`config.mk`:
```
export PLATFORM = sky130hd
export DESIGN_NAME = gpio
export DESIGN_NICKNAME = d
export VERILOG_FILES = /design/src/logic/soc_map_pkg.sv /design/src/logic/gpio.sv
export SDC_FILE = /design/constraint.sdc
export NUM_CORES = 1
export LEC_CHECK = 0
export BUFFER_PORTS_ARGS = -buffer_cell sky130_fd_sc_hd__buf_2
export CAP_MARGIN = 5
export CORE_MARGIN = 3
export CORE_UTILIZATION = 38
export DETAILED_ROUTE_END_ITERATION = 16
export PLACE_DENSITY = 0.8
export SLEW_MARGIN = 5
export SYNTH_ARGS = -nofsm -noshare
export SYNTH_HDL_FRONTEND = slang
export SYNTH_SLANG_ARGS = --single-unit
```
`constraint.sdc`:
```
create_clock -name HCLK -period 1.35 [get_ports HCLK]
set_input_delay 0.135 -clock HCLK [delete_from_list [all_inputs] [get_ports HCLK]]
set_output_delay 0.135 -clock HCLK [all_outputs]
set_load 0.02 [all_outputs]
```
`src/logic/soc_map_pkg.sv`:
```
// address map of the slave subsystem, every region is 4 KB
// register offsets are byte offsets inside a region

package soc_map_pkg;

	localparam int DATA_WIDTH     = 32;
	localparam int ADDR_WIDTH     = 32;
	localparam int STRB_WIDTH     = 4;
	localparam int GPIO_WIDTH     = 8;

	localparam logic [ADDR_WIDTH-1:0] DTCM_BASE  = 32'h2000_0000;
	localparam int DTCM_WORDS     = 1024;
	localparam int DTCM_IDX_WIDTH = 10;

	localparam logic [ADDR_WIDTH-1:0] TIMER_BASE  = 32'h0200_0000;
	localparam logic [ADDR_WIDTH-1:0] GPIO_BASE   = 32'h4000_0000;
	localparam logic [ADDR_WIDTH-1:0] REGION_SPAN = 32'h0000_1000;

	// machine timer registers
	localparam logic [DTCM_IDX_WIDTH+1:0] MTIME_LO    = 12'h000;
	localparam logic [DTCM_IDX_WIDTH+1:0] MTIME_HI    = 12'h004;
	localparam logic [DTCM_IDX_WIDTH+1:0] MTIMECMP_LO = 12'h008;
	localparam logic [DTCM_IDX_WIDTH+1:0] MTIMECMP_HI = 12'h00C;

	// gpio registers
	localparam logic [DTCM_IDX_WIDTH+1:0] GPIO_OUT_OFS = 12'h000;
	localparam logic [DTCM_IDX_WIDTH+1:0] GPIO_IN_OFS  = 12'h004;

	typedef enum logic [1:0] {
		REG_NONE  = 2'b00,
		REG_DTCM  = 2'b01,
		REG_TIMER = 2'b10,
		REG_GPIO  = 2'b11
	} region_t;

endpackage

```
`src/logic/gpio.sv`:
```
// GPIO_IN is asynchronous, seen on reads 2 cycles after it changes
`timescale 1ns/1ps

module gpio
	import soc_map_pkg::*;
(
	input  logic                      HCLK,
	input  logic                      rst,
	input  logic                      gpio_wr_en,
	input  logic [DTCM_IDX_WIDTH-1:0] reg_word,
	input  logic [DATA_WIDTH-1:0]     HWDATA,
	input  logic [GPIO_WIDTH-1:0]     GPIO_IN,
	output logic [DATA_WIDTH-1:0]     gpio_rdata,
	output logic [GPIO_WIDTH-1:0]     GPIO_OUT
);

	logic [GPIO_WIDTH-1:0]     in_meta;
	logic [GPIO_WIDTH-1:0]     in_sync;
	logic [DTCM_IDX_WIDTH+1:0] ofs;

	assign ofs = {reg_word, 2'b00};

	always_ff @(posedge HCLK) begin
		if (rst) begin
			GPIO_OUT <= '0;
			in_meta <= '0;
			in_sync <= '0;
		end else begin
			// input register is read only
			if (gpio_wr_en && ofs == GPIO_OUT_OFS)
				GPIO_OUT <= HWDATA[GPIO_WIDTH-1:0];
			in_meta <= GPIO_IN;
			in_sync <= in_meta;
		end
	end

	always_comb begin
		case (ofs)
			GPIO_OUT_OFS: gpio_rdata = {{(DATA_WIDTH-GPIO_WIDTH){1'b0}}, GPIO_OUT};
			GPIO_IN_OFS:  gpio_rdata = {{(DATA_WIDTH-GPIO_WIDTH){1'b0}}, in_sync};
			default:      gpio_rdata = '0;
		endcase
	end

endmodule

```
==> impl_metrics.toml, run 1 <==
[clocking]
htreeDepth = 1
clockBufferDepth = 2
post_cts_buffers = 0
cts_tree = "done"
clk_latency_ns = 0.31
cts.sink_count = 24
cts_buffers = 3
cts_root_buf = "clkbuf_4"
cts.clk_slew.worst_paths_ns = 0.12

[sta]
rsz0062_at_grt = "false"
drv_slew = 0
skew_ns = 0.000550
setup_viol_count_final = 0
min_period_over_period = 0.901
hold-worst-slack_ns = 0.0241
final_hold_viol_count = 0
fin_crit_ns = 1.22
fmaxAchievable_ghz = 0.822
fin_setup_tns_ns = 0

[power]
p_clk_frac = 0.290
power_mw = 1.26
p_per_area_mw_per_mm2 = 939
switchingPower_uw = 304
internal_power_uw = 955
swShare = 0.242
vdd_drop_max_v = 0.000671
pwr-share-comb = 0.127
p_leak_nw = 0.648
seq_power_share = 0.583

[floorplan]
pin_count = 93
fp-row-count = 19
die_h_um = 60.4
die_area_sq_mm = 0.00365
fp.dieW_um = 60.4
start_util = 0.405
coreArea_sq_mm = 0.00278

[placement]
placed_cells = 188
io_buffers = 44
hpwl_um = 1450
gp_congestion = 0.664

[min_path]
hold_path.class = "in -> reg"
worstHoldStart = "GPIO_IN[4]"

[final_layout]
num_antenna_cells = 0
layout.cells.non_filler = 192
fin_util = 0.482
fin_nets = 215
mostFrequentLayoutCells = "buf_2 (44), dfxtp_1 (24), conb_1 (24), nor2b_1 (17)"
fillers = 297
syn_to_final_growth_pct = 19.1
final_common_cell = "buf_2"
drive_above_1_share = 0.323

[grt]
grt_util_all_layers = 0.107
grt_max_degree = 33
grt_pass1_wl_um = 2880
grt_pass1_vias = 706
grt_overflow = 0
grt_antenna_before_repair = 0

[critical_path]
reg2reg_from = "GPIO_OUT[2]"
worstPathCellList = "buf_2 > nor4_4 > nand3_1 > buf_4 > nor2_1 > buf_2"
critPathKind = "in -> out"
critPathCapture = "gpio_rdata[0]"
critPathMaxStageDelay_ns = 0.27
crit_path_end_kind = "output pin"
reg2reg_slack_ns = 0.73
worst_path_max_delay_cell = "nor4_4"
cp.required_ns = 1.22
cp_max_fo = 8
cp.arrival_ns = 1.08
critical_path.reg2reg.endpoint = "GPIO_OUT[2]"
crit_family = "simple AND/OR/NAND/NOR gates"
start_kind = "primary input"
crit_cells = 6
critPathLaunch = "reg_word[9]"
path_buf_inv = 3
path_common_cell = "buf_2"
r2r_cells = 2

[route]
drc = 0
wl_um = 1870
ant_nets = 0
vias = 804
drtPass1Iterations = 3
wl_per_cell_um = 9.71
via_per_inst = 4.19
drtIter0Drc = 14

[synth]
yosysWarnings = 0
ys_ff_latch = 24
yosysSeqAreaShare = 0.427
syn_inst = 116
syn_area_sq_mm = 0.00113
synth_area_per_cell_sq_um = 9.71
synth_cell_types = 13

[flow_run]
drv_cap = 0

[run_status]
status = "completed"
[how the worst min path moves through the flow]
stage / slack [ns] / end / cells after the start
2_1_floorplan: 0.26 / in_meta[0] / 1
3_3_place_gp: 0.34 / in_meta[6] / 2
3_5_place_dp: 0.35 / in_meta[4] / 2
4_1_cts: 0.01 / in_meta[4] / 2
5_1_grt: 0.009 / in_meta[4] / 2
6_report: 0.02 / in_meta[4] / 2
[cells by family (layout without fill, tap and decap cells)]
| family | count (synthesis) | after routing | share of synthesized area |
|---|---|---|---|
| AND/OR/NAND/NOR | 46 | 46 | 0.241 |
| multiplexers | 16 | 16 | 0.142 |
| flip-flops | 24 | 24 | 0.427 |
| other | 1 | 24 | 0.00333 |
| buffers and inverters | 29 | 51 | 0.187 |
[power by group through the flow]
stage	Sequential, mW	Combinational (mW)	Clock [mW]
2_1_floorplan	0.749	0.165	0
3_3_place_gp	0.750	0.156	0
3_5_place_dp	0.751	0.158	0
4_1_cts	0.735	0.158	0.380
5_1_grt	0.738	0.179	0.417
6_report	0.735	0.160	0.365
[metrics by stage]
stage | worst slack, ns | area, sq um
after floorplan | 0.241 | 1210
after global placement | 0.0955 | 1300
after detailed placement | 0.0834 | 1300
after CTS | 0.0729 | 1330
after global routing | 0.00515 | 1340
final | 0.134 | 1340
[area by class of cell]
| class | count | area (sq um) | area share |
|---|---|---|---|
| sequential | 24 | 480 | 0.358 |
| tap | 31 | 38.8 | 0.0289 |
| clock buffer | 4 | 36.3 | 0.0271 |
| timing repair buffer | 47 | 255 | 0.190 |
| multi-input combinational | 86 | 531 | 0.396 |
[sequential cells by signal (all words and copies together), names as in the netlist]
name,cells
in_meta,8
in_sync,8
GPIO_OUT,8
[what timing repair did]
item / CTS / global route
hold buffers: 0 / 0
resized for setup: 0 / 1
setup endpoints to repair: 0 / 7
[Yosys cell counts]
cell / count / share of area
and4_1: 1 / 0.0078
buf_4: 25 / 0.17
buf_6: 1 / 0.010
clkbuf_1: 3 / 0.010
conb_1: 1 / 0.0033
dfxtp_1: 24 / 0.43
mux2i_1: 16 / 0.14
nand2b_1: 16 / 0.089
nand3_1: 1 / 0.0044
nor2_1: 9 / 0.030
nor2b_1: 17 / 0.094
nor3_1: 1 / 0.0044
nor4_2: 1 / 0.011
[routing by layer]
metal  track usage  up-vias  wire length [um]
met1         0.119      351               799
met5             0        -                 0
met2         0.188       43               827
met4        0.0557        0                25
li1              -      406                 -
met3        0.0277        4               212
Note: power is estimated with default switching activity, not from simulation.
==> run 2: changes to the inputs <==
--- a/config.mk
+++ b/config.mk
@@ -10,6 +10,7 @@
 export CORE_MARGIN = 3
 export CORE_UTILIZATION = 38
 export DETAILED_ROUTE_END_ITERATION = 16
+export GPL_TIMING_DRIVEN = 0
 export PLACE_DENSITY = 0.8
 export SLEW_MARGIN = 5
 export SYNTH_ARGS = -nofsm -noshare
==> run 2 against run 1 <==
  * Maximum frequency down 5.1%
  * Wire length rose by 13%
  * Largest cell class unchanged
  * Count of clock-buffer cells in the layout down 1
  * Highest routed layer unchanged
==> impl_metrics.toml, run 2 (synthesized netlist as in run 1, its figures left out) <==
[run_status]
status = "completed"

[floorplan]
coreArea_sq_mm = 0.00278
fp.dieW_um = 60.4
die_area_sq_mm = 0.00365
fp-row-count = 19
die_h_um = 60.4
pin_count = 93
start_util = 0.405

[final_layout]
num_antenna_cells = 0
fin_util = 0.544
mostFrequentLayoutCells = "buf_2 (43), buf_4 (26), dfxtp_1 (24), conb_1 (24), nor2b_1 (17)"
largestRegisters = "GPIO_OUT: 8 flops, in_meta: 8 flops, in_sync: 8 flops"
syn_to_final_growth_pct = 34.4
fin_nets = 241
drive_above_1_share = 0.430
final_common_cell = "buf_2"
fillers = 277
layout.cells.non_filler = 217

[flow_run]
drv_cap = 0

[critical_path]
path_common_cell = "buf_2"
cp.arrival_ns = 1.15
critPathLaunch = "reg_word[9]"
crit_path_end_kind = "output pin"
critPathMaxStageDelay_ns = 0.32
reg2reg_from = "GPIO_OUT[2]"
start_kind = "primary input"
worstPathCellList = "buf_2 > nor4_2 > nand3_2 > buf_4 > nor2_2 > buf_2"
critPathKind = "in -> out"
r2r_cells = 2
cp.required_ns = 1.22
worst_path_max_delay_cell = "nor4_2"
cp_max_fo = 8

[clocking]
cts.sink_count = 24
clockBufferDepth = 2
clk_latency_ns = 0.30
cts_buffers = 3
cts.clk_slew.worst_paths_ns = 0.11
htreeDepth = 1
cts_tree = "done"
cts_root_buf = "clkbuf_4"

[sta]
fin_crit_ns = 1.28
hold-worst-slack_ns = 0.0302
fmaxAchievable_ghz = 0.781
skew_ns = 0.000284
min_period_over_period = 0.949
setup_viol_count_final = 0
rsz0062_at_grt = "false"
drv_slew = 0
final_hold_viol_count = 0

[route]
drtPass1Iterations = 4
ant_nets = 0
wl_per_cell_um = 9.70
drtIter0Drc = 5
vias = 867
wl_um = 2100
via_per_inst = 4.00
drc = 0

[min_path]
hold_depth = 2
worstHoldStart = "GPIO_IN[5]"
hold_path.class = "in -> reg"

[grt]
grt_util_all_layers = 0.113
grt_pass1_wl_um = 3080
grt_max_degree = 13
grt_pass1_vias = 745
grt_overflow = 0
grt_antenna_before_repair = 0

[power]
p_leak_nw = 0.767
p_per_area_mw_per_mm2 = 820
vdd_drop_max_v = 0.000800
power_mw = 1.24

[placement]
placed_cells = 213
gp_congestion = 0.622
hpwl_um = 1640
io_buffers = 43
[run 2: cell types whose count changed in the layout (fill, tap and decap cells not counted)]
| cell | change |
|---|---|
| nand3_2 | +1 |
| buf_2 | -1 |
| nor4_2 | +1 |
| buf_12 | -1 |
| clkbuf_1 | +3 |
| nand3_1 | -1 |
| nor4_4 | -1 |
| buf_4 | +24 |
| buf_6 | +1 |
| nor2_1 | -5 |
| clkbuf_8 | -1 |
| nor2_2 | +5 |
[run 2: report_power, final]
group | switching (mW) | internal, mW
clock | 0.185 | 0.104
sequential | 0.00453 | 0.730
combinational | 0.110 | 0.107
total | 0.300 | 0.941
[run 2: worst paths after layout]
| kind | endpoint | slack, ns |
|---|---|---|
| hold reg to reg | in_sync[0] | 0.45 |
| hold / removal | in_meta[5] | 0.03 |
| setup reg to reg | GPIO_OUT[2] | 0.71 |
| setup / recovery | gpio_rdata[2] | 0.07 |
[run 2: cell type report]
type / instances / area (sq um) / area share
repair buffers: 44 / 223 / 0.147
flip-flops and latches: 24 / 480 / 0.317
multi-input cells: 86 / 539 / 0.356
plain buffers: 29 / 210 / 0.139
clock buffers: 3 / 22.5 / 0.0149
well taps: 31 / 38.8 / 0.0256
[run 2: critical path, delay by kind of cell]
| family | cells | cell delay, ns |
|---|---|---|
| AND/OR/NAND/NOR | 3 | 0.54 |
| buffers and inverters | 3 | 0.46 |
[run 2: what timing repair did]
item | in CTS | in global routing
cloned | 0 | 0
pin swaps | 0 | 1
gates resized for setup | 1 | 5
setup buffers | 0 | 1
hold buffers | 0 | 0
setup endpoints to repair | 7 | 5
[run 2: per-layer routing]
layer  GRT usage  vias to the layer above  part of all wire
met2       0.208                       42              0.49
met3      0.0319                        2              0.13
met4      0.0372                        0            0.0081
li1            -                      462                 -
met5           0                        -                 0
met1       0.125                      361              0.38
[run 2: metrics by stage]
step	setup WS (ns)	setup TNS [ns]	instance area (sq um)
2_1_floorplan	0.241	0	1210
3_3_place_gp	-0.0473	-0.155	1470
3_5_place_dp	-0.0321	-0.150	1470
4_1_cts	0.0544	0	1490
5_1_grt	0.000148	0	1510
6_report	0.0694	0	1510
==> run 3: changes to the inputs <==
==> constraint.sdc (replaced) <==
create_clock -name HCLK -period 1.35 [get_ports HCLK]
set_input_delay 0.27 -clock HCLK [delete_from_list [all_inputs] [get_ports HCLK]]
set_output_delay 0.27 -clock HCLK [all_outputs]
set_load 0.02 [all_outputs]
==> run 3 against run 2 <==
  * Die area unchanged
  * Sequential cell count did not move
  * Count of clock-buffer cells in the layout unchanged
  * Sequential power about the same
  * Largest cell class unchanged
  * Worst setup slack got worse by 0.19 ns
  * Utilization up 2.5 points
  * The run now ends with negative setup slack left
  * First-iteration DRC count did not move
  * Via count shrank 0.12%
  * Final cell count fell by 0.46%
==> impl_metrics.toml, run 3 (synthesized netlist as in run 1, its figures left out) <==
[clocking]
cts_root_buf = "clkbuf_4"
clockBufferDepth = 2
clk_latency_ns = 0.30
post_cts_buffers = 0
cts.clk_slew.worst_paths_ns = 0.11
cts_hold_buf = 0
cts_tree = "done"
cts_buffers = 3
cts.sink_count = 24
htreeDepth = 1

[route]
wl_per_cell_um = 10.2
wl_um = 2200
via_per_inst = 4.01
drtPass1Iterations = 4
drc = 0
drtIter0Drc = 5
vias = 866
ant_nets = 0

[critical_path]
worstPathCellList = "buf_6 > nor4_4 > nand3_4 > nor2_2 > buf_6"
cp_max_fo = 8
crit_path_end_kind = "output pin"
worst_path_max_delay_cell = "nor4_4"
cp.required_ns = 1.08
critPathMaxStageDelay_ns = 0.33
critPathKind = "in -> out"
start_kind = "primary input"
path_common_cell = "buf_6"
cp.arrival_ns = 1.20

[final_layout]
stdcell_area_sq_mm = 0.00158
fin_util = 0.570
fillers = 259
mostFrequentLayoutCells = "buf_2 (33), buf_4 (28), dfxtp_1 (24), conb_1 (24), nor2b_1 (17)"
num_antenna_cells = 0
drive_above_1_share = 0.443
final_common_cell = "buf_2"
fin_nets = 240
syn_to_final_growth_pct = 40.7
largestRegisters = "GPIO_OUT: 8 flops, in_meta: 8 flops, in_sync: 8 flops"

[sta]
fin_crit_ns = 1.47
min_period_over_period = 1.09
drv_slew = 0
worst_slack_ns = -0.117
fmaxAchievable_ghz = 0.682
setup_viol_count_final = 8
skew_ns = 0.000830
rsz0062_at_grt = "true"
hold-worst-slack_ns = 0.166
final_hold_viol_count = 0

[floorplan]
fp.dieW_um = 60.4
fp-row-count = 19
pin_count = 93
die_h_um = 60.4
coreArea_sq_mm = 0.00278
die_area_sq_mm = 0.00365
start_util = 0.405

[power]
switchingPower_uw = 304
seq_power_share = 0.587
p_clk_frac = 0.230
pwr-share-comb = 0.182
swShare = 0.243
power_mw = 1.25
internal_power_uw = 946
p_per_area_mw_per_mm2 = 789
vdd_drop_max_v = 0.000802
p_leak_nw = 0.773

[run_status]
violations = "negative setup slack"
status = "finished with violations"

[min_path]
hold_path.class = "in -> reg"

[grt]
grt_overflow = 0
grt_antenna_before_repair = 0
grt_pass1_vias = 818
grt_pass1_wl_um = 3370
grt_max_degree = 13
grt_util_all_layers = 0.125

[placement]
io_buffers = 43
dpl_cell_area_sq_mm = 0.00147
gp_congestion = 0.622
hpwl_um = 1640

[flow_run]
drv_cap = 0
==> run 3: cell types whose count changed in the layout (fill, tap and decap cells not counted), sizes merged <==
| cell | previous run | this run |
|---|---|---|
| buf | 70 | 69 |
==> run 3: worst paths after layout <==
kind | depth (start not counted) | startpoint | slack [ns] | to
worst max register to register | 2 | GPIO_OUT[2] | 0.70 | GPIO_OUT[2]
worst min register to register | 1 | in_meta[2] | 0.45 | in_sync[2]
worst max-delay path | 5 | reg_word[8] | -0.12 | gpio_rdata[2]
worst min-delay path | 2 | GPIO_IN[5] | 0.17 | in_meta[5]
==> run 3: layer usage <==
metal | vias to the layer above | part of all wire | GRT usage | wire length (um)
met5 | - | 0 | 0 | 0
met1 | 361 | 0.36 | 0.127 | 784
met2 | 42 | 0.52 | 0.247 | 1150
met4 | 0 | 0.0077 | 0.0372 | 17
met3 | 2 | 0.12 | 0.0298 | 256
li1 | 461 | - | - | -
==> run 3: stage by stage <==
step / setup TNS, ns / setup slack [ns] / std cells
CTS: -0.857 / -0.115 / 216
detailed placement: -2.30 / -0.302 / 213
finish: -0.784 / -0.117 / 216
floorplan: -0.232 / -0.0289 / 139
global route: -1.26 / -0.163 / 216
global placement: -2.31 / -0.317 / 213
==> run 3: power by group through the flow <==
stage / registers (mW) / clock network [mW] / logic [mW]
2_1_floorplan: 0.749 / 0 / 0.165
3_3_place_gp: 0.750 / 0 / 0.212
3_5_place_dp: 0.751 / 0 / 0.213
4_1_cts: 0.735 / 0.305 / 0.224
5_1_grt: 0.738 / 0.343 / 0.249
6_report: 0.734 / 0.288 / 0.228
==> run 3: cell type report <==
cell class	count	area (sq um)	area share
Tap cell	31	38.8	0.0245
Clock buffer	3	22.5	0.0142
Sequential cell	24	480	0.303
Timing Repair Buffer	43	267	0.168
Multi-Input combinational cell	86	566	0.357
Buffer	29	210	0.133
==> run 3: critical path, delay by kind of cell <==
family | cells | cell delay (ns)
buf+inv | 2 | 0.22
simple gates | 3 | 0.69
==> run 3: what timing repair did <==
| action | 4_1_cts | 5_1_grt |
|---|---|---|
| pin swaps | 10 | 3 |
| hold endpoints to repair | 0 | 0 |
| gates resized for setup | 25 | 1 |
| setup endpoints to repair | 8 | 8 |
