$ cat src/logic/soc_map_pkg.sv
// address map of the slave subsystem, every region is 4 KB
// register offsets are byte offsets inside a region

package soc_map_pkg;

	localparam int DATA_WIDTH     = 32;
	localparam int ADDR_WIDTH     = 32;
	localparam int STRB_WIDTH     = 4;
	localparam int GPIO_WIDTH     = 8;

	localparam logic [ADDR_WIDTH-1:0] DTCM_BASE  = 32'h2000_0000;
	localparam int DTCM_WORDS     = 1024;
	localparam int DTCM_IDX_WIDTH = 10;

	localparam logic [ADDR_WIDTH-1:0] TIMER_BASE  = 32'h0200_0000;
	localparam logic [ADDR_WIDTH-1:0] GPIO_BASE   = 32'h4000_0000;
	localparam logic [ADDR_WIDTH-1:0] REGION_SPAN = 32'h0000_1000;

	// machine timer registers
	localparam logic [DTCM_IDX_WIDTH+1:0] MTIME_LO    = 12'h000;
	localparam logic [DTCM_IDX_WIDTH+1:0] MTIME_HI    = 12'h004;
	localparam logic [DTCM_IDX_WIDTH+1:0] MTIMECMP_LO = 12'h008;
	localparam logic [DTCM_IDX_WIDTH+1:0] MTIMECMP_HI = 12'h00C;

	// gpio registers
	localparam logic [DTCM_IDX_WIDTH+1:0] GPIO_OUT_OFS = 12'h000;
	localparam logic [DTCM_IDX_WIDTH+1:0] GPIO_IN_OFS  = 12'h004;

	typedef enum logic [1:0] {
		REG_NONE  = 2'b00,
		REG_DTCM  = 2'b01,
		REG_TIMER = 2'b10,
		REG_GPIO  = 2'b11
	} region_t;

endpackage

$ cat src/logic/core_timer.sv
// machine timer, mtime counts HCLK cycles
// halves are written one at a time, a carry between writes is not guarded
`timescale 1ns/1ps

module core_timer
	import soc_map_pkg::*;
(
	input  logic                      HCLK,
	input  logic                      rst,
	input  logic                      timer_wr_en,
	input  logic [DTCM_IDX_WIDTH-1:0] reg_word,
	input  logic [DATA_WIDTH-1:0]     HWDATA,
	output logic [DATA_WIDTH-1:0]     timer_rdata,
	output logic                      core_timer_int
);

	logic [2*DATA_WIDTH-1:0]   mtime;
	logic [2*DATA_WIDTH-1:0]   mtimecmp;
	logic [DTCM_IDX_WIDTH+1:0] ofs;
	logic                      mtime_wr;

	assign ofs = {reg_word, 2'b00};
	assign mtime_wr = timer_wr_en && (ofs == MTIME_LO || ofs == MTIME_HI);

	// no increment in the cycle mtime is written
	always_ff @(posedge HCLK) begin
		if (rst) begin
			mtime <= '0;
		end else if (mtime_wr) begin
			if (ofs == MTIME_LO)
				mtime[DATA_WIDTH-1:0] <= HWDATA;
			else
				mtime[2*DATA_WIDTH-1:DATA_WIDTH] <= HWDATA;
		end else begin
			mtime <= mtime + 1'b1;
		end
	end

	always_ff @(posedge HCLK) begin
		if (rst) begin
			mtimecmp <= '1;
		end else if (timer_wr_en) begin
			if (ofs == MTIMECMP_LO)
				mtimecmp[DATA_WIDTH-1:0] <= HWDATA;
			else if (ofs == MTIMECMP_HI)
				mtimecmp[2*DATA_WIDTH-1:DATA_WIDTH] <= HWDATA;
		end
	end

	// interrupt lags the compare by one cycle
	always_ff @(posedge HCLK) begin
		if (rst)
			core_timer_int <= 1'b0;
		else
			core_timer_int <= (mtime >= mtimecmp);
	end

	always_comb begin
		case (ofs)
			MTIME_LO:    timer_rdata = mtime[DATA_WIDTH-1:0];
			MTIME_HI:    timer_rdata = mtime[2*DATA_WIDTH-1:DATA_WIDTH];
			MTIMECMP_LO: timer_rdata = mtimecmp[DATA_WIDTH-1:0];
			MTIMECMP_HI: timer_rdata = mtimecmp[2*DATA_WIDTH-1:DATA_WIDTH];
			default:     timer_rdata = '0;
		endcase
	end

endmodule

$ cat config.mk
export PLATFORM = sky130hd
export DESIGN_NAME = core_timer
export DESIGN_NICKNAME = d
export VERILOG_FILES = /design/src/logic/soc_map_pkg.sv /design/src/logic/core_timer.sv
export SDC_FILE = /design/constraint.sdc
export NUM_CORES = 1
export LEC_CHECK = 0
export ABC_CLOCK_PERIOD_IN_PS = 3100
export CAP_MARGIN = 5
export CORE_ASPECT_RATIO = 1.75
export CORE_UTILIZATION = 49
export DETAILED_ROUTE_END_ITERATION = 7
export DONT_BUFFER_PORTS = 1
export HOLD_SLACK_MARGIN = 0.08
export PLACE_DENSITY = 0.74
export SYNTH_ARGS = -nofsm -noshare
export SYNTH_HDL_FRONTEND = slang
export SYNTH_SLANG_ARGS = --single-unit
$ cat constraint.sdc
create_clock -name HCLK -period 3.1 [get_ports HCLK]
set_input_delay 0.62 -clock HCLK [delete_from_list [all_inputs] [get_ports HCLK]]
set_output_delay 0.62 -clock HCLK [all_outputs]
set_load 0.05 [all_outputs]
==> run_results.csv, run 1 <==
group,metric,value,unit
outcome,outcome,"finished clean",
floorplanning,die_width,101,um
clock_network,clkTransAtPathRegs,0.06,ns
route,vias,8958,
placed_design,dpl.hpwl,22100,um
route,wl_met3,1870,um
clock_network,cts_hold_buf,0,
sta,setup_tns,0,ns
power,p_leak,4.44,nW
setup_path,cp_slowest_cell,"nor4b_1",
worst_hold_path,holdPathEnd,"mtime[59]$_SDFFE_PP0P_",
setup_path,cp_max_fo,10,
sta,tightest_slew,0.666,ns
clock_network,cts-root-buf,"clkbuf_16",
floorplanning,dieArea,17800,um^2
synth,synth_area_per_cell,7.77,um^2
clock_network,clk_path_buf_depth,2,
placed_design,dpl_cell_area,9600,um^2
grt,grt_pass1_wl,48700,um
route,wl_per_cell,22.5,um
finish,num_antenna_cells,0,
setup_path,crit_required,3.46,ns
synth,async_flop_share,0,%
setup_path,startpoint_type,"flip-flop",
finish,area_growth,20.2,%
route,drcViolationCount,0,
worst_hold_path,hold_path.startpoint,"rst",
finish,drive_above_1_share,13.6,%
sta,fin_crit_sh,96.6,%
sta,max_freq,0.334,GHz
run,drv_cap,0,
sta,finalHoldViolCount,0,
route,drt_iter0_drc,810,
setup_path,r2r-end,"mtime[49]$_SDFFE_PP0P_",
grt,grt_pass1_vias,8938,
finish,multi_input_area,5390,um^2
route,route.top_layer_used,"met4",
power,vdd_drop_max,283,uV
finish,ff_latch_area,2580,um^2
floorplanning,boundaryPins,78,
clock_network,cts.sinks,129,
power,power_density,369,nW/um^2
sta,max_slew_margin,55.5,%
clock_network,ctsResizeCount,0,
clock_network,cts_buffers,17,
grt,grt_max_degree,65,
synth,ys_ff_latch,129,
floorplanning,fp.coreArea,16900,um^2
setup_path,reg2reg_slack,0.11,ns
setup_path,critPathMaxStageDelay,0.62,ns
route,drt-total-wl,30500,um
route,ant_nets,0,
synth,netlist_instances,1090,
setup_path,critPathTopFamily,"simple AND/OR/NAND/NOR gates",
placed_design,port_buffers,0,
worst_hold_path,whs_path_depth,1,
setup_path,crit_arrival,3.36,ns
setup_path,end_kind,"flip-flop",
finish,design_area,10200,um^2
placed_design,routabilityCongestion,1.03,
clock_network,h-tree-depth,4,
setup_path,critPathKind,"reg2reg",
synth,yosysWarnings,0,
sta,rsz0062_at_grt,"no",
floorplanning,initial_utilization,50.0,%
setup_path,path_cells,"and3_1 > nand4_2 > or4_1 > nor4b_1 > mux2_2 > a21oi_1",
route,met2_length,15000,um
route,avgViaCountPerCell,6.61,
finish,nets,1227,
sta,skew,0.00980,ns
sta,finalSetupViolations,0,
grt,antenna_found_initial,0,
grt,grt_usage,36.1,%
synth,synth.distinct_cells,66,
sta,period_minus_slack,2.99,ns
worst_hold_path,hold_path_class,"in2reg",
route,dr.pass1.iters,6,
grt,grt.overflow.total,0,
synth,seq_area_frac_synth,30.5,%
synth,synth_edf_count,0,
synth,ys_dominant_reg_cell,"dfxtp_1",
setup_path,r2r_cells,6,
setup_path,crit_buf_inv,0,
setup_path,rr_startpoint,"mtime[4]$_SDFFE_PP0P_",
clock_network,post_cts_buffers,0,
finish,final_util,60.1,%
route,wl_met1,11100,um
synth,synth_area,8470,um^2
sta,finalMaxSlewViolations,0,
clock_network,cts_tree,"yes",
finish,nFillCells,1460,
floorplanning,rows,63,
floorplanning,die_h,176,um
clock_network,clock_latency,0.43,ns
synth,synthesis.nets,1200,
[routing by layer]
layer	global-route usage, %	vias up
met4	28.7	0
met2	59.8	422
met3	6.01	161
li1	-	4145
met1	40.3	4230
met5	0	-
[cell usage after synthesis, types with 10 or more instances]
| master | n | area, um^2 |
|---|---|---|
| a222oi_1 | 13 | 130 |
| dfxtp_1 | 129 | 2580 |
| a21oi_1 | 61 | 305 |
| a31oi_1 | 20 | 125 |
| nand4_1 | 30 | 188 |
| nor2b_1 | 10 | 62.6 |
| nand3_1 | 35 | 175 |
| nor4_1 | 20 | 125 |
| nor3_1 | 28 | 140 |
| inv_1 | 72 | 270 |
| nand2_1 | 159 | 597 |
| nor2_1 | 68 | 255 |
| clkbuf_1 | 62 | 233 |
| ha_1 | 65 | 813 |
| o211ai_1 | 67 | 503 |
| a211oi_1 | 27 | 203 |
| mux2i_1 | 21 | 210 |
| a221o_1 | 20 | 200 |
| o21ai_0 | 38 | 190 |
| and4_1 | 12 | 105 |
| and3_1 | 18 | 113 |
[final cells by class]
type                       count  share of cell area, %
clock inverter                 9                   1.06
multi-input combinational    815                   52.9
sequential                   129                   25.4
clock buffer                  22                   4.66
inverter                      74                   2.73
timing repair buffer          80                   10.4
tap                          227                   2.79
[sequential cells by signal, summed over array words and instances (netlist names)]
name / flops
core_timer_int: 1
mtime: 64
mtimecmp: 64
[layout by cell type, fill, tap and decap left out, types with 4 or more instances in the layout]
cell type / count
nor2_1: 66
nand3_1: 35
and4_1: 12
a221o_1: 10
a211oi_1: 27
o311ai_0: 4
o21ai_0: 38
mux2_2: 5
a221oi_1: 7
or3_1: 8
a221o_2: 10
and3_1: 18
ha_1: 65
a22oi_1: 4
dfxtp_1: 129
a222oi_1: 13
nand2_1: 149
a21oi_1: 61
nand4_1: 30
o211ai_1: 67
nor2b_1: 10
buf_12: 37
clkinvlp_4: 5
xor2_1: 9
a21o_1: 9
or4_1: 9
clkbuf_16: 17
inv_1: 72
mux2i_1: 21
nor4_1: 20
nor3_1: 24
nor3_2: 6
a31oi_1: 20
buf_4: 43
nand2_2: 10
[power breakdown]
part | switching [W] | leakage (nW) | internal (W) | total, W
combinational | 0.0000382 | 3.12 | 0.0000284 | 0.0000666
clock | 0.000783 | 0.270 | 0.00124 | 0.00202
sequential | 0.00000667 | 1.04 | 0.00166 | 0.00167
[stage by stage]
step | std cells | hold slack, ns | total power (W) | setup slack (ns)
after floorplan | 1090 | 0.463 | 0.00177 | 0.0136
after global placement | 1325 | 0.504 | 0.00177 | 0.124
after detailed placement | 1325 | 0.510 | 0.00177 | 0.145
after CTS | 1356 | 0.252 | 0.00375 | 0.180
after global routing | 1356 | 0.257 | 0.00384 | 0.00550
final | 1356 | 0.257 | 0.00376 | 0.106
[worst max path at each step]
stage / start / endpoint / slack, ns / cells after the start
3_3_place_gp: reg_word[9] / mtime[49]$_SDFFE_PP0P_ / 0.12 / 7
3_5_place_dp: reg_word[9] / mtime[49]$_SDFFE_PP0P_ / 0.14 / 7
4_1_cts: mtime[4]$_SDFFE_PP0P_ / mtime[49]$_SDFFE_PP0P_ / 0.18 / 6
5_1_grt: reg_word[5] / timer_rdata[4] / 0.006 / 7
2_1_floorplan: reg_word[5] / timer_rdata[29] / 0.01 / 6
6_report: mtime[4]$_SDFFE_PP0P_ / mtime[49]$_SDFFE_PP0P_ / 0.11 / 6
[cell families after synthesis]
group | Yosys count | share of synthesized area (%)
AND/OR/NAND/NOR | 419 | 24.6
AO/OA/AOI/OAI | 295 | 24.5
flip-flops | 129 | 30.5
multiplexers | 26 | 3.15
XOR/XNOR | 10 | 1.03
buffers and inverters | 146 | 6.61
adder cells (fa/ha/maj) | 65 | 9.61
No activity file was read; power rests on OpenSTA's default activity.
==> run 2, diff against run 1 <==
--- a/config.mk
+++ b/config.mk
@@ -9,8 +9,10 @@
 export CAP_MARGIN = 5
 export CORE_ASPECT_RATIO = 1.75
 export CORE_UTILIZATION = 49
+export CTS_BUF_LIST = sky130_fd_sc_hd__clkbuf_8
 export DETAILED_ROUTE_END_ITERATION = 7
 export DONT_BUFFER_PORTS = 1
+export GPL_ROUTABILITY_DRIVEN = 0
 export HOLD_SLACK_MARGIN = 0.08
 export PLACE_DENSITY = 0.74
 export SYNTH_ARGS = -nofsm -noshare
==> run_results.csv, run 2 (synthesis results as in run 1) <==
group,metric,value,unit
route,dr.pass1.iters,6,
clock_network,cts.sinks,129,
route,avgViaCountPerCell,6.64,
finish,num_antenna_cells,0,
grt,antenna_found_initial,0,
sta,tightest_slew,0.663,ns
finish,reg_top3,"mtime x64, mtimecmp x64, core_timer_int x1",
setup_path,critPathMaxStageDelay,0.34,ns
clock_network,cts_hold_buf,0,
route,wl_per_cell,21.8,um
finish,mostFrequentLayoutCells,"nand2_1, dfxtp_1, inv_1, o211ai_1, nor2_1",
setup_path,critPathKind,"in2out",
floorplanning,die_h,176,um
route,drt-total-wl,29800,um
sta,finalMaxSlewViolations,0,
sta,skew,0.0190,ns
setup_path,cp_max_fo,32,
clock_network,clock_latency,0.47,ns
floorplanning,boundaryPins,78,
clock_network,clk_path_buf_depth,2,
sta,period_minus_slack,2.80,ns
sta,finalSetupViolations,0,
clock_network,cts_buffers,17,
setup_path,crit_required,2.48,ns
clock_network,cts-root-buf,"clkbuf_8",
power,p_leak,4.41,nW
route,drt_iter0_drc,949,
clock_network,clkTransAtPathRegs,0.09,ns
clock_network,ctsResizeCount,0,
grt,grt_max_degree,65,
finish,nets,1233,
grt,grt_usage,34.4,%
grt,grt_pass1_vias,8723,
clock_network,post_cts_buffers,0,
finish,area_growth,18.7,%
placed_design,port_buffers,0,
route,vias,9050,
clock_network,cts_tree,"yes",
route,drcViolationCount,0,
route,ant_nets,0,
sta,max_slew_margin,55.7,%
setup_path,crit_arrival,2.18,ns
floorplanning,initial_utilization,50.0,%
sta,max_freq,0.357,GHz
power,power,0.00327,W
finish,drive_above_1_share,14.0,%
sta,setup_tns,0,ns
setup_path,end_kind,"output pin",
sta,fin_crit_sh,90.3,%
placed_design,dpl.hpwl,21600,um
outcome,outcome,"finished clean",
power,vdd_drop_max,209,uV
setup_path,path_cells,"nor4_1 > buf_4 > nand2_1 > nor3_2 > buf_12 > a222oi_1 > nand2_2 > buf_12",
floorplanning,dieArea,17800,um^2
grt,grt_pass1_wl,46300,um
worst_hold_path,hold_path_class,"in2reg",
setup_path,cp_slowest_cell,"nor4_1",
floorplanning,rows,63,
grt,grt.overflow.total,0,
setup_path,startpoint_type,"input pin",
sta,rsz0062_at_grt,"no",
finish,nFillCells,1490,
setup_path,cp_common_cell,"buf_12",
floorplanning,die_width,101,um
sta,finalHoldViolCount,0,
floorplanning,fp.coreArea,16900,um^2
run,drv_cap,0,
power,power_density,326,nW/um^2
clock_network,h-tree-depth,4,
finish,layout_commonest_cell,"nand2_1",
-- run 2: metrics by stage --
stage	setup slack (ns)	util [%]	instances	hold slack, ns	cell area [um^2]
after detailed placement	0.307	56.9	1331	0.505	9640
after floorplan	0.0136	-	1090	0.463	8500
after global placement	0.340	56.9	1331	0.503	9640
after global routing	0.161	59.3	1363	0.193	10000
final	0.301	59.3	1363	0.215	10000
after CTS	0.307	59.3	1363	0.199	10000
-- run 2: report_power, final --
part	switching (W)	internal (W)	total [W]
combinational	0.0000383	0.0000275	0.0000657
clock	0.000717	0.000824	0.00154
sequential	0.00000700	0.00166	0.00167
total	0.000762	0.00251	0.00327
-- run 2: path summary, 6_finish.rpt --
path,start,end,slack (ns),depth (start not counted)
min,rst,mtime[23]$_SDFFE_PP0P_,0.22,1
max reg2reg,mtime[4]$_SDFFE_PP0P_,mtime[49]$_SDFFE_PP0P_,0.32,6
max,reg_word[5],timer_rdata[13],0.30,8
min reg2reg,mtimecmp[0]$_SDFFE_PP1P_,mtimecmp[0]$_SDFFE_PP1P_,0.52,2
-- run 2: metal layers --
| metal | share of wire (%) | up-vias | global-route usage [%] |
|---|---|---|---|
| li1 | - | 4142 | - |
| met1 | 35 | 4243 | 36.2 |
| met2 | 49 | 491 | 57.9 |
| met3 | 7.8 | 174 | 6.76 |
| met4 | 8.6 | 0 | 29.0 |
| met5 | 0 | - | 0 |
-- run 2: critical path, delay by kind of cell --
kind	cells	cell delay, ns
and+or+nand+nor	4	0.81
buffers and inverters	3	0.58
AOI/OAI and AO/OA	1	0.15
-- run 2: area by class of cell --
class	instances	area (um^2)	share of cell area, %
Tap cell	227	284	2.83
Inverter	74	278	2.76
Clock inverter	13	145	1.44
Sequential cell	129	2580	25.7
Clock buffer	19	262	2.60
Multi-Input combinational cell	815	5390	53.6
Timing Repair Buffer	86	1110	11.0
==> run 3, diff against run 2 <==
--- a/config.mk
+++ b/config.mk
@@ -8,8 +8,10 @@
 export ABC_CLOCK_PERIOD_IN_PS = 3100
 export CAP_MARGIN = 5
 export CORE_ASPECT_RATIO = 1.75
+export CORE_MARGIN = 4
 export CORE_UTILIZATION = 49
-export CTS_BUF_LIST = sky130_fd_sc_hd__clkbuf_8
+export CTS_BUF_LIST = sky130_fd_sc_hd__clkbuf_16
+export CTS_CLUSTER_SIZE = 25
 export DETAILED_ROUTE_END_ITERATION = 7
 export DONT_BUFFER_PORTS = 1
 export GPL_ROUTABILITY_DRIVEN = 0
==> run_results.csv, run 3 (synthesis results as in run 1) <==
group,metric,value,unit
setup_path,cp_slowest_cell,"or4_1",
setup_path,critPathKind,"reg2reg",
setup_path,critPathMaxStageDelay,0.67,ns
grt,grt_max_degree,65,
sta,period_minus_slack,2.85,ns
finish,nets,1228,
finish,area_growth,20.6,%
setup_path,crit_buf_inv,0,
clock_network,clock_latency,0.42,ns
clock_network,cts_tree,"yes",
finish,reg_top3,"mtime x64, mtimecmp x64, core_timer_int x1",
power,p_int,0.00286,W
placed_design,port_buffers,0,
power,comb_power_share,1.8,%
worst_hold_path,hold_path_class,"in2reg",
clock_network,h-tree-depth,4,
sta,setup_tns,0,ns
clock_network,cts_hold_buf,0,
grt,grt_pass1_wl,47100,um
floorplanning,rows,63,
power,pwr-share-clk,53.0,%
sta,tightest_slew,0.748,ns
finish,nFillCells,1476,
route,drcViolationCount,0,
route,drt_iter0_drc,843,
sta,finalSetupViolations,0,
route,vias,9002,
floorplanning,die_width,107,um
clock_network,cts_buffers,17,
sta,rsz0062_at_grt,"no",
power,vdd_drop_max,281,uV
clock_network,clkTransAtPathRegs,0.06,ns
sta,max_freq,0.351,GHz
clock_network,clk_path_buf_depth,2,
finish,mostFrequentLayoutCells,"nand2_1, dfxtp_1, inv_1, o211ai_1, nor2_1",
finish,num_antenna_cells,0,
setup_path,startpoint_type,"flip-flop",
sta,skew,0.00928,ns
setup_path,crit_arrival,3.20,ns
finish,final_cells,1358,
grt,grt.overflow.total,0,
grt,antenna_found_initial,0,
route,avgViaCountPerCell,6.63,
grt,grt_pass1_vias,8918,
setup_path,critPathTopFamily,"simple AND/OR/NAND/NOR gates",
power,switching_share,22.6,%
setup_path,crit_required,3.45,ns
floorplanning,boundaryPins,78,
placed_design,dp.cells,1326,
run,drv_cap,0,
placed_design,dpl.hpwl,21700,um
setup_path,end_kind,"flip-flop",
finish,layout_commonest_cell,"nand2_1",
grt,grt_usage,30.6,%
power,p_seq_share,45.1,%
placed_design,dp_slack,0.0159,ns
sta,finalMaxSlewViolations,0,
floorplanning,dieArea,19500,um^2
sta,finalHoldViolCount,0,
floorplanning,initial_utilization,50.0,%
clock_network,cts.sinks,129,
sta,fin_crit_sh,92.0,%
floorplanning,die_h,182,um
power,power_density,362,nW/um^2
power,p_leak,4.44,nW
clock_network,cts-root-buf,"clkbuf_16",
floorplanning,fp.coreArea,16900,um^2
setup_path,path_cells,"and4_1 > nand4_4 > or4_1 > nor4b_1 > mux2_2 > a21oi_1",
sta,max_slew_margin,50.0,%
setup_path,cp_max_fo,13,
finish,drive_above_1_share,13.7,%
route,drt-total-wl,29800,um
route,dr.pass1.iters,5,
route,ant_nets,0,
route,wl_per_cell,22.0,um
power,p_sw,0.000835,W
sta,layout_setup_ws,0.249,ns
outcome,outcome,"finished clean",
run 3: changes by cell type in the layout (fill, tap and decap cells not counted):
| cell | previous run | this run |
|---|---|---|
| buf_4 | 49 | 42 |
| buf_12 | 37 | 39 |
| clkinvlp_4 | 2 | 7 |
| clkinv_4 | 1 | 2 |
| bufinv_16 | 3 | 2 |
| clkbuf_16 | 0 | 17 |
| clkinv_1 | 0 | 2 |
| clkbuf_8 | 19 | 0 |
| nor4_2 | 0 | 1 |
| inv_1 | 75 | 73 |
| clkinv_2 | 4 | 1 |
| nor4_1 | 20 | 19 |
run 3: worst reg2reg max path, stage by stage, from the launching register on:
cell	delay [ns]
dfxtp_1	0.47
and4_1	0.39
nand4_4	0.27
or4_1	0.68
nor4b_1	0.45
mux2_2	0.38
a21oi_1	0.14
run 3: stage by stage:
stage	total power [W]	utilization, %	instance area, um^2	hold WS [ns]
after floorplan	0.00177	-	8500	0.463
after global placement	0.00177	56.8	9630	0.493
after detailed placement	0.00177	56.8	9630	0.507
after CTS	0.00370	60.2	10200	0.270
after global routing	0.00378	60.2	10200	0.265
final	0.00370	60.2	10200	0.277
run 3: final timing paths:
path,from,cells past startpoint,slack (ns),end
max reg2reg,mtime[11]$_SDFFE_PP0P_,6,0.25,mtime[49]$_SDFFE_PP0P_
max,mtime[11]$_SDFFE_PP0P_,6,0.25,mtime[49]$_SDFFE_PP0P_
min,rst,1,0.28,mtime[26]$_SDFFE_PP0P_
min reg2reg,mtimecmp[12]$_SDFFE_PP1P_,2,0.52,mtimecmp[12]$_SDFFE_PP1P_
run 3: cell type report:
class                      instances  area (um^2)  area share, %
multi-input combinational        815         5390           52.9
sequential                       129         2580           25.3
timing repair buffer              81         1100           10.7
clock buffer                      17          425           4.17
tap                              227          284           2.78
inverter                          74          278           2.72
clock inverter                    15          146           1.43
run 3: layer usage:
metal / wire length [um] / up-vias / GRT usage (%)
met5: 0 / - / 0
met4: 2770 / 0 / 24.9
met3: 2210 / 169 / 6.12
met2: 14500 / 480 / 51.4
met1: 10400 / 4215 / 32.5
li1: - / 4138 / -
run 3: power groups by stage:
stage	Sequential (W)	Clock (W)	Combinational, W
6_report	0.00167	0.00196	0.0000675
5_1_grt	0.00167	0.00204	0.0000727
4_1_cts	0.00167	0.00197	0.0000664
3_5_place_dp	0.00171	0	0.0000655
3_3_place_gp	0.00171	0	0.0000642
2_1_floorplan	0.00170	0	0.0000687
run 3: what timing repair did:
action / 4_1_cts / 5_1_grt
gates resized for setup: 0 / 1
setup buffers: 0 / 0
setup endpoints to repair: 0 / 24
